[src/zports_pkg.sv]
////////////////////////////////////////////////////////////
// shared constants and types of the z80 port block
// port addresses, xxBD subaddresses, bit positions, resets
////////////////////////////////////////////////////////////

package zports_pkg;

	typedef logic [ 7:0] byte_t;
	typedef logic [15:0] addr_t;

	// low address bytes that get decoded
	localparam byte_t port_fe      = 8'hFE; // border, beeper, keyboard
	localparam byte_t port_f6      = 8'hF6; // FE alias
	localparam byte_t port_fc      = 8'hFC; // 7FFD alias
	localparam byte_t port_fd      = 8'hFD; // 7FFD, AY on xxFD with a15
	localparam byte_t port_f7      = 8'hF7; // EFF7
	localparam byte_t port_bf      = 8'hBF; // evo config
	localparam byte_t port_be      = 8'hBE; // nmi end
	localparam byte_t port_bd      = 8'hBD; // readback, break address
	localparam byte_t port_77      = 8'h77; // ATM screen mode and turbo
	localparam byte_t port_ulaplus = 8'h3B;
	localparam byte_t port_kmouse  = 8'hDF;
	localparam byte_t port_kjoy    = 8'h1F;

	// xxBD field select, taken from a[12:8]
	localparam logic [4:0] bd_p7ffd    = 5'h0A;
	localparam logic [4:0] bd_peff7    = 5'h0B;
	localparam logic [4:0] bd_pxx77    = 5'h0C;
	localparam logic [4:0] bd_borderrd = 5'h0F;
	localparam logic [4:0] bd_lobrk    = 5'h10;
	localparam logic [4:0] bd_hibrk    = 5'h11;

	////////////////////////////////////////////////////////////
	// field positions
	localparam int shadow_en_bit = 0; // xxBF
	localparam int romrw_en_bit  = 1;
	localparam int set_nmi_bit   = 3;
	localparam int brk_ena_bit   = 4;
	localparam int pal444_bit    = 5;

	localparam int block48k_bit  = 5; // 7FFD
	localparam int block1m_bit   = 2; // EFF7

	localparam logic [2:0] atm_scr_mode_rst = 3'b011;

	localparam byte_t idle_byte = 8'hFF; // undecoded reads float high

endpackage

[src/zports_ifs.sv]
////////////////////////////////////////////////////////////
// io_bus_if: fclk strobes, address, data and shadow
// readback_if: register state for the z80 read mux
////////////////////////////////////////////////////////////

`timescale 1ns/10ps

interface io_bus_if;

	logic                wr_valid; // one fclk cycle per z80 io write
	logic                rd_valid; // one fclk cycle per z80 io read
	zports_pkg::addr_t   addr;
	zports_pkg::byte_t   wdata;
	logic                shadow;   // dos or xxBF shadow enable

	modport src  (output wr_valid, output rd_valid, output addr, output wdata,
		input shadow);
	modport sink (input wr_valid, input rd_valid, input addr, input wdata,
		input shadow);
	// config block is the one that owns shadow
	modport cfg  (input wr_valid, input addr, input wdata, output shadow);

endinterface

interface readback_if;

	zports_pkg::byte_t   p7ffd_raw;  // unmasked 7FFD
	zports_pkg::byte_t   peff7_raw;  // unmasked EFF7
	logic [3:0]          border;
	zports_pkg::byte_t   bf_byte;    // xxBF as read back
	zports_pkg::byte_t   pxx77;      // packed ATM mode
	zports_pkg::addr_t   brk_addr;
	zports_pkg::byte_t   ula_last;   // last ULAplus data byte

	modport pager (output p7ffd_raw, output peff7_raw, output border);
	modport evo   (output bf_byte, output pxx77, output brk_addr);
	modport ula   (output ula_last);
	modport mux   (input p7ffd_raw, input peff7_raw, input border, input bf_byte,
		input pxx77, input brk_addr, input ula_last);

endinterface

[src/io_strobe_sync.sv]
////////////////////////////////////////////////////////////
// z80 io strobe generator on fclk
////////////////////////////////////////////////////////////

`timescale 1ns/10ps

module io_strobe_sync (
	input  logic              fclk,
	input  logic              rst_n,
	input  logic              zpos,   // z80 clock rising phase
	input  logic              iorq_n,
	input  logic              rd_n,
	input  logic              wr_n,
	input  zports_pkg::addr_t a,
	input  zports_pkg::byte_t din,
	io_bus_if.src             bus
);

	logic [1:0] iowr_smp; // [0] sampled on zpos, [1] previous sample
	logic [1:0] iord_smp;
	logic       wr_pulse;
	logic       rd_pulse;

	always_ff @(posedge fclk, negedge rst_n)
	begin
		if (!rst_n)
		begin
			iowr_smp <= 2'b00;
			iord_smp <= 2'b00;
			wr_pulse <= 1'b0;
			rd_pulse <= 1'b0;
		end
		else
		begin
			if (zpos)
			begin
				iowr_smp[0] <= ~(iorq_n | wr_n);
				iord_smp[0] <= ~(iorq_n | rd_n);
			end
			iowr_smp[1] <= iowr_smp[0];
			iord_smp[1] <= iord_smp[0];
			// rising edge of the sample, once per z80 cycle
			wr_pulse <= iowr_smp[0] & ~iowr_smp[1];
			rd_pulse <= iord_smp[0] & ~iord_smp[1];
		end
	end

	assign bus.wr_valid = wr_pulse;
	assign bus.rd_valid = rd_pulse;
	assign bus.addr     = a;   // z80 holds address and data for the whole cycle
	assign bus.wdata    = din;

endmodule

[src/port_read_mux.sv]
////////////////////////////////////////////////////////////
// port hit and external port decode, dataout
// z80 read data mux with xxBD readback
////////////////////////////////////////////////////////////

`timescale 1ns/10ps

module port_read_mux (
	input  zports_pkg::addr_t a,
	input  logic              iorq_n,
	input  logic              rd_n,
	input  logic              shadow,
	input  logic              dos,
	input  logic              [4:0] keys_in,   // keyboard columns
	input  logic              tape_read,
	input  zports_pkg::byte_t mus_in,    // kempston mouse
	input  zports_pkg::byte_t kj_in,     // kempston joystick
	readback_if.mux           rb,
	output logic              porthit,
	output logic              external_port,
	output logic              dataout,
	output zports_pkg::byte_t dout
);

	zports_pkg::byte_t loa;
	zports_pkg::byte_t portbd_mux;

	assign loa = a[7:0];

	////////////////////////////////////////////////////////////
	// decode
	always_comb
	begin
		porthit = (loa == zports_pkg::port_fe) || (loa == zports_pkg::port_f6) ||
			(loa == zports_pkg::port_fd) || (loa == zports_pkg::port_fc) ||
			(loa == zports_pkg::port_kmouse) ||
			((loa == zports_pkg::port_kjoy) && !shadow) ||
			((loa == zports_pkg::port_f7) && !shadow) ||   // EFF7 hidden in shadow
			((loa == zports_pkg::port_77) && shadow) ||    // ATM port only in shadow
			(loa == zports_pkg::port_bf) || (loa == zports_pkg::port_be) ||
			(loa == zports_pkg::port_bd) || (loa == zports_pkg::port_ulaplus);
	end

	assign external_port = (loa == zports_pkg::port_fd) && a[15]; // AY at BFFD/FFFD

	assign dataout = porthit & ~iorq_n & ~rd_n & ~external_port;

	////////////////////////////////////////////////////////////
	// xxBD readback field
	always_comb
	begin
		case (a[12:8])
			zports_pkg::bd_p7ffd:    portbd_mux = rb.p7ffd_raw;
			zports_pkg::bd_peff7:    portbd_mux = rb.peff7_raw;
			zports_pkg::bd_pxx77:    portbd_mux = rb.pxx77;
			zports_pkg::bd_borderrd: portbd_mux = {4'b0000, rb.border};
			zports_pkg::bd_lobrk:    portbd_mux = rb.brk_addr[7:0];
			zports_pkg::bd_hibrk:    portbd_mux = rb.brk_addr[15:8];
			default:                 portbd_mux = zports_pkg::idle_byte;
		endcase
	end

	// z80 read data
	always_comb
	begin
		case (loa)
			zports_pkg::port_fe,
			zports_pkg::port_f6:
				dout = {1'b1, tape_read, 1'b0, keys_in};
			zports_pkg::port_kjoy:
				dout = shadow ? zports_pkg::idle_byte : kj_in; // 1F belongs to fdc in shadow
			zports_pkg::port_kmouse:
				dout = mus_in;
			zports_pkg::port_bf:
				dout = rb.bf_byte;
			zports_pkg::port_bd:
				dout = portbd_mux;
			zports_pkg::port_ulaplus:
				dout = rb.ula_last;
			default:
				dout = zports_pkg::idle_byte;
		endcase
	end

endmodule

[src/pager_ports.sv]
////////////////////////////////////////////////////////////
// 7FFD and EFF7 paging with 1 meg blocking, FE border
////////////////////////////////////////////////////////////

`timescale 1ns/10ps

module pager_ports (
	input  logic              fclk,
	input  logic              rst_n,
	io_bus_if.sink            bus,
	readback_if.pager         rb,
	output zports_pkg::byte_t p7ffd,
	output zports_pkg::byte_t peff7,
	output logic [3:0]        border,
	output logic              beeper_wr
);

	zports_pkg::byte_t loa;
	zports_pkg::byte_t p7ffd_int; // 2..0 page, 3 screen, 4 rom, 5 block48k, 7..6 high page
	zports_pkg::byte_t peff7_int; // 0 p16c, 2 block1m, 3 ram0, 4 turbo off
	logic              block1m;
	logic              block7ffd;
	logic              portfd_wr;
	logic              portf7_wr;
	logic              portfe_wr;

	assign loa = bus.addr[7:0];

	assign portfd_wr = ((loa == zports_pkg::port_fd) || (loa == zports_pkg::port_fc)) &&
		bus.wr_valid && !bus.addr[15];
	assign portf7_wr = (loa == zports_pkg::port_f7) && bus.addr[8] && !bus.addr[12] &&
		bus.wr_valid && !bus.shadow;  // EEF7 in shadow is not served
	assign portfe_wr = ((loa == zports_pkg::port_fe) || (loa == zports_pkg::port_f6) ||
		(loa == zports_pkg::port_fc)) && bus.wr_valid;

	assign block1m   = peff7_int[zports_pkg::block1m_bit];
	assign block7ffd = p7ffd_int[zports_pkg::block48k_bit] & block1m; // 48k lock

	always_ff @(posedge fclk, negedge rst_n)
	begin
		if (!rst_n)
		begin
			p7ffd_int <= 8'h00;
			peff7_int <= 8'h00;
			border    <= 4'h0;
		end
		else
		begin
			if (portfd_wr && !block7ffd)
				p7ffd_int <= bus.wdata;
			if (portf7_wr)
				peff7_int <= bus.wdata;
			if (portfe_wr)
				border <= {~bus.addr[3], bus.wdata[2:0]}; // a3 inverted is bright
		end
	end

	// 128k mode hides the high page bits
	assign p7ffd = {(block1m ? 3'b000 : p7ffd_int[7:5]), p7ffd_int[4:0]};
	assign peff7 = block1m ?
		{peff7_int[7], 1'b0, peff7_int[5:4], 3'b000, peff7_int[0]} : peff7_int;

	assign beeper_wr = (loa == zports_pkg::port_fe) && bus.wr_valid; // FE only, no aliases

	assign rb.p7ffd_raw = p7ffd_int;
	assign rb.peff7_raw = peff7_int;
	assign rb.border    = border;

endmodule

[src/evo_config_ports.sv]
////////////////////////////////////////////////////////////
// xxBF config, xxBE nmi end, xx77 ATM mode
// xxBD break address write and shadow
////////////////////////////////////////////////////////////

`timescale 1ns/10ps

module evo_config_ports (
	input  logic              fclk,
	input  logic              rst_n,
	input  logic              dos,
	io_bus_if.cfg             bus,
	readback_if.evo           rb,
	output logic              romrw_en,
	output logic              set_nmi,
	output logic              brk_ena,
	output logic              pal444_ena,
	output logic              clr_nmi,
	output logic [2:0]        atm_scr_mode,
	output logic              atm_turbo,
	output logic              atm_pen,    // pager off, not inverted
	output logic              atm_cpm_n,  // permanent dos
	output zports_pkg::addr_t brk_addr
);

	zports_pkg::byte_t loa;
	logic [5:0]        bf_bits;  // bit 2 is font write, readback only here
	logic              atm_pen2;
	logic              bf_wr;
	logic              p77_wr;
	logic              bd_wr;

	assign loa = bus.addr[7:0];

	assign bf_wr  = (loa == zports_pkg::port_bf) && bus.wr_valid;
	assign p77_wr = (loa == zports_pkg::port_77) && bus.wr_valid && bus.shadow;
	assign bd_wr  = (loa == zports_pkg::port_bd) && bus.wr_valid;

	assign bus.shadow = dos | bf_bits[zports_pkg::shadow_en_bit];

	////////////////////////////////////////////////////////////
	// xxBF and xx77
	always_ff @(posedge fclk, negedge rst_n)
	begin
		if (!rst_n)
		begin
			bf_bits      <= 6'b000000;
			atm_scr_mode <= zports_pkg::atm_scr_mode_rst;
			atm_turbo    <= 1'b0;
			atm_pen      <= 1'b1; // no memory manager
			atm_cpm_n    <= 1'b0; // shadow ports on
			atm_pen2     <= 1'b0;
		end
		else
		begin
			if (bf_wr)
				bf_bits <= bus.wdata[5:0];
			if (p77_wr)
			begin
				atm_scr_mode <= bus.wdata[2:0];
				atm_turbo    <= bus.wdata[3];
				atm_pen      <= ~bus.addr[8];  // mode bits ride on the high address
				atm_cpm_n    <= bus.addr[9];
				atm_pen2     <= ~bus.addr[14];
			end
		end
	end

	// break address, one byte per xxBD subaddress
	always_ff @(posedge fclk)
	begin
		if (bd_wr && (bus.addr[12:8] == zports_pkg::bd_lobrk))
			brk_addr[7:0] <= bus.wdata;
		if (bd_wr && (bus.addr[12:8] == zports_pkg::bd_hibrk))
			brk_addr[15:8] <= bus.wdata;
	end

	assign romrw_en   = bf_bits[zports_pkg::romrw_en_bit];
	assign set_nmi    = bf_bits[zports_pkg::set_nmi_bit];
	assign brk_ena    = bf_bits[zports_pkg::brk_ena_bit];
	assign pal444_ena = bf_bits[zports_pkg::pal444_bit];

	assign clr_nmi = (loa == zports_pkg::port_be) && bus.wr_valid; // nmi handler done

	// readback
	assign rb.bf_byte  = {2'b00, bf_bits};
	assign rb.pxx77    = {~atm_pen2, atm_cpm_n, ~atm_pen, dos, atm_turbo, atm_scr_mode};
	assign rb.brk_addr = brk_addr;

endmodule

[src/ulaplus_ports.sv]
////////////////////////////////////////////////////////////
// ULAplus select, palette address, enable, palette write
////////////////////////////////////////////////////////////

`timescale 1ns/10ps

module ulaplus_ports (
	input  logic              fclk,
	input  logic              rst_n,
	io_bus_if.sink            bus,
	readback_if.ula           rb,
	output logic              up_ena,
	output logic [5:0]        up_paladdr,
	output zports_pkg::byte_t up_paldata,
	output logic              up_palwr
);

	logic              up_wr;
	logic              up_select;      // 1 mode group, 0 palette group
	zports_pkg::byte_t up_lastwritten;

	assign up_wr = (bus.addr[7:0] == zports_pkg::port_ulaplus) && bus.wr_valid;

	always_ff @(posedge fclk, negedge rst_n)
	begin
		if (!rst_n)
		begin
			up_select <= 1'b0;
			up_ena    <= 1'b0;
		end
		else if (up_wr && !bus.addr[14]) // BF3B register select
		begin
			if (bus.wdata[7:6] == 2'b01)
				up_select <= 1'b1;
			else if (bus.wdata[7:6] == 2'b00)
				up_select <= 1'b0;
		end
		else if (up_wr && up_select)     // FF3B in mode group
			up_ena <= bus.wdata[0];
	end

	always_ff @(posedge fclk)
	begin
		if (up_wr && !bus.addr[14] && (bus.wdata[7:6] == 2'b00))
			up_paladdr <= bus.wdata[5:0];
		if (up_wr && bus.addr[14])
			up_lastwritten <= bus.wdata;
	end

	assign up_palwr   = up_wr && bus.addr[14] && !up_select;
	assign up_paldata = {bus.wdata[4:2], bus.wdata[7:5], bus.wdata[1:0]}; // G3R3B2 to R3G3B2

	assign rb.ula_last = up_lastwritten;

endmodule

[src/zports_top.sv]
////////////////////////////////////////////////////////////
// z80 io port block, top level
////////////////////////////////////////////////////////////

`timescale 1ns/10ps

module zports_top (
	input  logic              fclk,
	input  logic              rst_n,
	input  logic              zpos,
	input  zports_pkg::addr_t a,
	input  zports_pkg::byte_t din,
	input  logic              iorq_n,
	input  logic              rd_n,
	input  logic              wr_n,
	input  logic              dos,
	input  logic [4:0]        keys_in,
	input  logic              tape_read,
	input  zports_pkg::byte_t mus_in,
	input  zports_pkg::byte_t kj_in,
	output logic              porthit,       // internal port, for zxbus iorq gating
	output logic              external_port, // AY
	output logic              dataout,
	output zports_pkg::byte_t dout,
	output zports_pkg::byte_t p7ffd,
	output zports_pkg::byte_t peff7,
	output logic [3:0]        border,
	output logic              beeper_wr,
	output logic              romrw_en,
	output logic              set_nmi,
	output logic              brk_ena,
	output logic              pal444_ena,
	output logic              clr_nmi,
	output logic [2:0]        atm_scr_mode,
	output logic              atm_turbo,
	output logic              atm_pen,
	output logic              atm_cpm_n,
	output zports_pkg::addr_t brk_addr,
	output logic              up_ena,
	output logic [5:0]        up_paladdr,
	output zports_pkg::byte_t up_paldata,
	output logic              up_palwr
);

	io_bus_if   bus ();
	readback_if rb ();

	io_strobe_sync u_strobe (.fclk(fclk), .rst_n(rst_n), .zpos(zpos), .iorq_n(iorq_n),
		.rd_n(rd_n), .wr_n(wr_n), .a(a), .din(din), .bus(bus.src));

	// combinational read side
	port_read_mux u_rdmux (.a(a), .iorq_n(iorq_n), .rd_n(rd_n), .shadow(bus.shadow),
		.dos(dos), .keys_in(keys_in), .tape_read(tape_read), .mus_in(mus_in),
		.kj_in(kj_in), .rb(rb.mux), .porthit(porthit), .external_port(external_port),
		.dataout(dataout), .dout(dout));

	pager_ports u_pager (.fclk(fclk), .rst_n(rst_n), .bus(bus.sink), .rb(rb.pager),
		.p7ffd(p7ffd), .peff7(peff7), .border(border), .beeper_wr(beeper_wr));

	evo_config_ports u_evo (.fclk(fclk), .rst_n(rst_n), .dos(dos), .bus(bus.cfg),
		.rb(rb.evo), .romrw_en(romrw_en), .set_nmi(set_nmi), .brk_ena(brk_ena),
		.pal444_ena(pal444_ena), .clr_nmi(clr_nmi), .atm_scr_mode(atm_scr_mode),
		.atm_turbo(atm_turbo), .atm_pen(atm_pen), .atm_cpm_n(atm_cpm_n),
		.brk_addr(brk_addr));

	ulaplus_ports u_ula (.fclk(fclk), .rst_n(rst_n), .bus(bus.sink), .rb(rb.ula),
		.up_ena(up_ena), .up_paladdr(up_paladdr), .up_paldata(up_paldata),
		.up_palwr(up_palwr));

endmodule

[config.mk]
export PLATFORM = sky130hd
export DESIGN_NAME = zports_top
export DESIGN_NICKNAME = d
export VERILOG_FILES = /design/src/zports_pkg.sv /design/src/zports_ifs.sv /design/src/io_strobe_sync.sv /design/src/port_read_mux.sv /design/src/pager_ports.sv /design/src/evo_config_ports.sv /design/src/ulaplus_ports.sv /design/src/zports_top.sv
export SDC_FILE = /design/constraint.sdc
export NUM_CORES = 1
export LEC_CHECK = 0
export BUFFER_PORTS_ARGS = -buffer_cell sky130_fd_sc_hd__buf_2
export CAP_MARGIN = 25
export CORE_MARGIN = 2
export CORE_UTILIZATION = 30
export CTS_BUF_LIST = sky130_fd_sc_hd__clkbuf_16
export DETAILED_ROUTE_END_ITERATION = 7
export SLEW_MARGIN = 20
export SYNTH_ARGS = -nofsm -noshare
export SYNTH_HDL_FRONTEND = slang
export SYNTH_SLANG_ARGS = --single-unit
[constraint.sdc]
create_clock -name fclk -period 2 [get_ports fclk]
set_input_delay 0.2 -clock fclk [delete_from_list [all_inputs] [get_ports fclk]]
set_output_delay 0.2 -clock fclk [all_outputs]
set_load 0.005 [all_outputs]
# Word-level counts from Yosys, hierarchy flattened
# Cells that the tools add are included.
# op_classes
eq_ne	19
n_mux	7
n_bitwise	18
n_reduce_logical	50
# ops
operator	n
case mux 8 bit (6 select lines)	2
equality test 8 bit (second input constant)	9
logical AND 1 bit	26
equality test 5 x 4 -> 1 bit (second input constant)	4
logical OR 1 bit	13
NOT 1 bit	11
equality test 5 bit (second input constant)	2
equality test 8 x 5 -> 1 bit (second input constant)	1
equality test 8 x 6 -> 1 bit (second input constant)	1
equality test 8 x 7 -> 1 bit (second input constant)	1
two-way mux 8 bit	1
two-way mux 7 bit	1
logical NOT 1 bit	6
bitwise AND 1 bit	5
AND reduction 2 bit	2
two-way mux 3 bit	1
equality test 2 x 1 -> 1 bit (second input constant)	1
logical NOT 2 bit	1
two-way mux 1 bit	2
OR 1 bit	2
nonzero test 2 bit	1
OR reduction 2 bit	1
# totals
reg_bits	68
inputBits	53
out_inout_bits	75
wordCells	112

# Longest topological paths before layout
# depth
depth_word	15
depth_mapped	7
mapped_depth_nobuf	5

# Hierarchy
# A second synthesis with hierarchy kept.
# unflattened
cells_unflattened	382
hier_area_um2	4371.7
# modules_own_cells
module	instances	cells_each	area_each_um2	seq_area_each_um2
evo_config_ports	1	86	1288.7	809.5
port_read_mux	1	149	1041.0	0.0
pager_ports	1	73	984.7	500.5
ulaplus_ports	1	38	684.4	470.5
io_strobe_sync	1	36	372.9	150.1

# Least setup slack after synthesis
# OpenSTA, ideal clock, no wires.
# synth_path
path_type	input to register
from	input port a[0]
to	register u_ula.up_paladdr[0] (enable)
setup_time_ns	0.386
t_arrival_ns	1.724
t_required_ns	1.614
slack_ns	-0.109
cell_stages	6
n_path_buf	2
cell_sequence	buf_4 -> nand2_1 -> nor4_1 -> buf_2 -> nand2_1 -> nor4_1
# synth_between
elab_chain_len	4
# synth_rtl
element	line	text
start: declaration	zports_top.sv:11	input zports_pkg::addr_t a,
equality test 8 x 6 -> 1 bit	ulaplus_ports.sv:22	assign up_wr = (bus.addr[7:0] == zports_pkg::port_ulaplus) && bus.wr_valid;
logical AND 1 bit	ulaplus_ports.sv:22	
logical AND 1 bit (2 in series)	ulaplus_ports.sv:44	if (up_wr && !bus.addr[14] && (bus.wdata[7:6] == 2'b00))
end signal: assignment	ulaplus_ports.sv:45	up_paladdr <= bus.wdata[5:0];
end: declaration	ulaplus_ports.sv:13	output logic [5:0] up_paladdr,
# Every way passes these cells.
# A chain may end at the register's enable or synchronous reset.

# Final worst setup path
# layout_path
from	register u_evo.bf_bits[0]
to	output port dout[5]
# layout_between
elab_chain_len	3
# layout_rtl
element	line	text
start: declaration	evo_config_ports.sv:27	logic [5:0] bf_bits;
start signal: assignment	evo_config_ports.sv:57	bf_bits <= bus.wdata[5:0];
OR 1 bit	evo_config_ports.sv:39	assign bus.shadow = dos | bf_bits[zports_pkg::shadow_en_bit];
two-way mux 8 bit	port_read_mux.sv:71	dout = shadow ? zports_pkg::idle_byte : kj_in;
case mux 8 bit (6 select lines)	port_read_mux.sv:66	case (loa)
end: declaration	zports_top.sv:24	output zports_pkg::byte_t dout,
# Every way passes these cells.

==> impl_metrics.csv <==
group,metric,value,unit
logic_synthesis,synth_area_per_cell,12.14,um2
grt,grt_pass1_vias,2893,
route,wl_per_cell,19.15,um
logic_synthesis,ys_warn_count,0,
power,irDropWorstVdd,399.1,uV
worst_setup_path,cp_top_family,"compound AO/OA/AOI/OAI gates",
floorplanning,dieHeight,112.3,um
worst_setup_path,worst-path-max-fanout,3,
worst_setup_path,cp-start-kind,"register",
flow_run,maxCapViolCount,0,
layout,n_fill_cell,1126,
logic_synthesis,synthDistinctLibCells,49,
place,dpl_cell_area,4333,um2
layout,drive_gt1_share,54.04,%
floorplanning,ios,128,
clocking,htreeDepth,3,
layout,stdcell_area,4747,um2
timing,finalCritPeriodShare,100.8,%
grt,grt_max_degree,20,
worst_setup_path,r2r_end,"u_pager.rb.peff7_raw[3]",
timing,drv_slew,0,
worst_setup_path,timing.critical_path.cells,"buf_6, or3_1, a222oi_1, o2111ai_1, buf_2",
worst_setup_path,cp-startpoint,"u_evo.bf_bits[0]",
logic_synthesis,syn_area,3521,um2
route,drc,0,
timing,fin_ws,-0.01692,ns
logic_synthesis,yosysSeqAreaShare,52.70,%
clocking,clock-sinks,68,
timing,timing_worst_slew_pin_value,0.5502,ns
layout,final_common_cell,"buf_2",
grt,antenna_found_initial,0,
layout,final-seq-area,1856,um2
floorplanning,initial_utilization,30.83,%
clocking,tritoncts,"done",
worst_hold_path,min_path_type,"primary input to register",
layout,area_growth,34.83,%
place,pre_cts_ws,0.07179,ns
logic_synthesis,ys_seq_elements,68,
timing,fin_crit,2.017,ns
logic_synthesis,synth_edf_count,30,
worst_setup_path,path_class,"register to output pin",
worst_setup_path,reg2reg_from,"u_evo.bf_bits[0]",
place,gp_congestion,0.8590,
worst_setup_path,cp.depth,5,
status,violations,"setup timing",
logic_synthesis,async_reset_ff_share,55.88,%
grt,grt_pass1_wl,16.51,mm
power,p_per_area,695.2,nW/um2
layout,mostFrequentLayoutCells,"buf_2 (125), mux2_2 (39), dfrtp_1 (35), buf_4 (30), edfxtp_1 (30)",
logic_synthesis,syn_nets,343,
grt,grt_use_total,17.22,%
floorplanning,die_w,112.3,um
clocking,root_buffer,"clkbuf_16",
worst_setup_path,cp-endpoint,"dout[5]",
timing,fmax,0.4958,GHz
route,vias,2984,
route,drt_iter0_markers,200,
timing,finalClockSkew,0.005511,ns
layout,nNetsFinal,481,
floorplanning,fp-row-count,39,
worst_setup_path,cp-end-kind,"output pin",
place,io_buffers,125,
floorplanning,fp.coreArea,11420,um2
worst_setup_path,rr_worst_depth,7,
power,p_leak,2.183,nW
timing,setup_viol,1,
timing,rsz0062_at_grt,"yes",
worst_setup_path,reg2reg_setup_slack,0.12,ns
worst_setup_path,required,1.80,ns
clocking,clkTransAtPathRegs,0.05,ns
clocking,clk_latency,0.33,ns
status,outcome,"finished, violations left",
layout,multi_input_area,1545,um2
place,place_hpwl,8.385,mm
clocking,clock_path_buffers,2,
route,final_antenna_net_count,0,
worst_setup_path,critPathSlowestCell,"dfrtp_1",
floorplanning,dieArea,12620,um2
logic_synthesis,netlist_instances,290,
route,avgViaCountPerCell,5.181,
worst_setup_path,worst-path-buf-inv,2,
grt,overflow,0,
timing,timing_hold_violations_final,0,
route,drt_first_pass_iters,4,
layout,n_antenna_cell,0,
route,totalWireLength,11.03,mm
timing,relSlewSlack,63.28,%
logic_synthesis,ys.flop_type,"dfrtp_1",
worst_setup_path,cpPeakStageDelay,0.39,ns
worst_setup_path,cp_data_arrival_time,1.82,ns
clocking,cts_buffers,9,
-- flip-flops by register name, summed over array words and instances, names as in the netlist, 2 cells and up --
signal and cells:
u_pager.rb.peff7_raw 8, u_ula.up_paladdr 6, u_evo.brk_addr 16, u_pager.rb.p7ffd_raw 8, u_evo.atm_scr_mode 3, u_ula.rb.ula_last 8
u_pager.border 4, u_strobe.iowr_smp 2, u_evo.bf_bits 6
-- how the worst min path moves through the flow --
stage / start / end / slack, ns / depth (start not counted)
after floorplan: rst_n / u_evo.atm_cpm_n / -0.1 / 0
after global placement: rst_n / u_strobe.iowr_smp[0] / 0.01 / 1
after global routing: zpos / u_strobe.iowr_smp[0] / 0.11 / 2
final: a[14] / u_evo.atm_pen2 / 0.1 / 2
after CTS: a[14] / u_evo.atm_pen2 / 0.09 / 2
after detailed placement: rst_n / u_strobe.iowr_smp[0] / 0.01 / 1
-- cells by family (layout without fill, tap and decap cells) --
kind of cell | after synthesis | in the layout | share of synthesized area, %
AO/OA/AOI/OAI | 66 | 66 | 13.65
XOR/XNOR | 1 | 1 | 0.2488
buffers and inverters | 33 | 176 | 6.219
flip-flops | 68 | 68 | 52.70
multiplexers | 41 | 41 | 13.11
other | 1 | 1 | 0.1065
AND/OR/NAND/NOR | 80 | 80 | 13.97
-- metrics by stage --
| step | instances | setup TNS (ns) | hold WS [ns] | power (mW) | util [%] |
|---|---|---|---|---|---|
| 6_report | 576 | -0.01692 | 0.09848 | 3.300 | 41.57 |
| 5_1_grt | 576 | -0.1821 | 0.1109 | 3.403 | 41.57 |
| 4_1_cts | 572 | -0.1220 | 0.08668 | 3.321 | 40.66 |
| 3_5_place_dp | 555 | 0 | 0.01463 | 1.784 | 37.95 |
| 3_3_place_gp | 555 | 0 | 0.01332 | 1.779 | 37.95 |
| 2_1_floorplan | 290 | -0.1858 | -0.09559 | 1.632 | - |
-- cells in the mapped netlist (5+ instances only) --
master      n  area share [%]
o21ai_0     9             1.3
buf_4      20             4.3
a21oi_1     8             1.1
nand3_1     7            0.99
and3_1      5            0.89
nor3_1      7            0.99
nor2b_1    11             2.0
dfrtp_1    35              25
edfxtp_1   30              26
mux2_2     41              13
nand2_1    18             1.9
o2111ai_1   6             1.5
a22oi_1    22             4.7
-- where the power goes --
| group | internal (mW) | switching [mW] |
|---|---|---|
| Combinational | 0.120 | 0.154 |
| Sequential | 1.48 | 0.0197 |
| Clock | 0.946 | 0.578 |
| Total | 2.55 | 0.752 |
-- layout make-up --
class	instances	area share [%]
multi-input cells	189	32.55
repair buffers	157	18.37
well taps	143	3.769
inverters	3	0.2372
clock inverters	7	1.239
clock buffers	9	4.744
flip-flops and latches	68	39.09
-- per-layer routing --
layer / vias to the layer above / track usage (%) / wire (um)
li1: 1380 / - / -
met1: 1466 / 23.11 / 4808
met2: 128 / 27.07 / 5298
met3: 10 / 5.400 / 812
met4: 0 / 4.715 / 112
met5: - / 0 / 0
-- repair_timing --
item / 4_1_cts / 5_1_grt
hold buffers: 1 / 0
gates resized for setup: 4 / 17
hold endpoints to repair: 35 / 0
setup buffers: 0 / 4
endpoints found under the setup margin: 5 / 8
pin swaps: 2 / 10
Note: power is estimated with default switching activity, not from simulation.
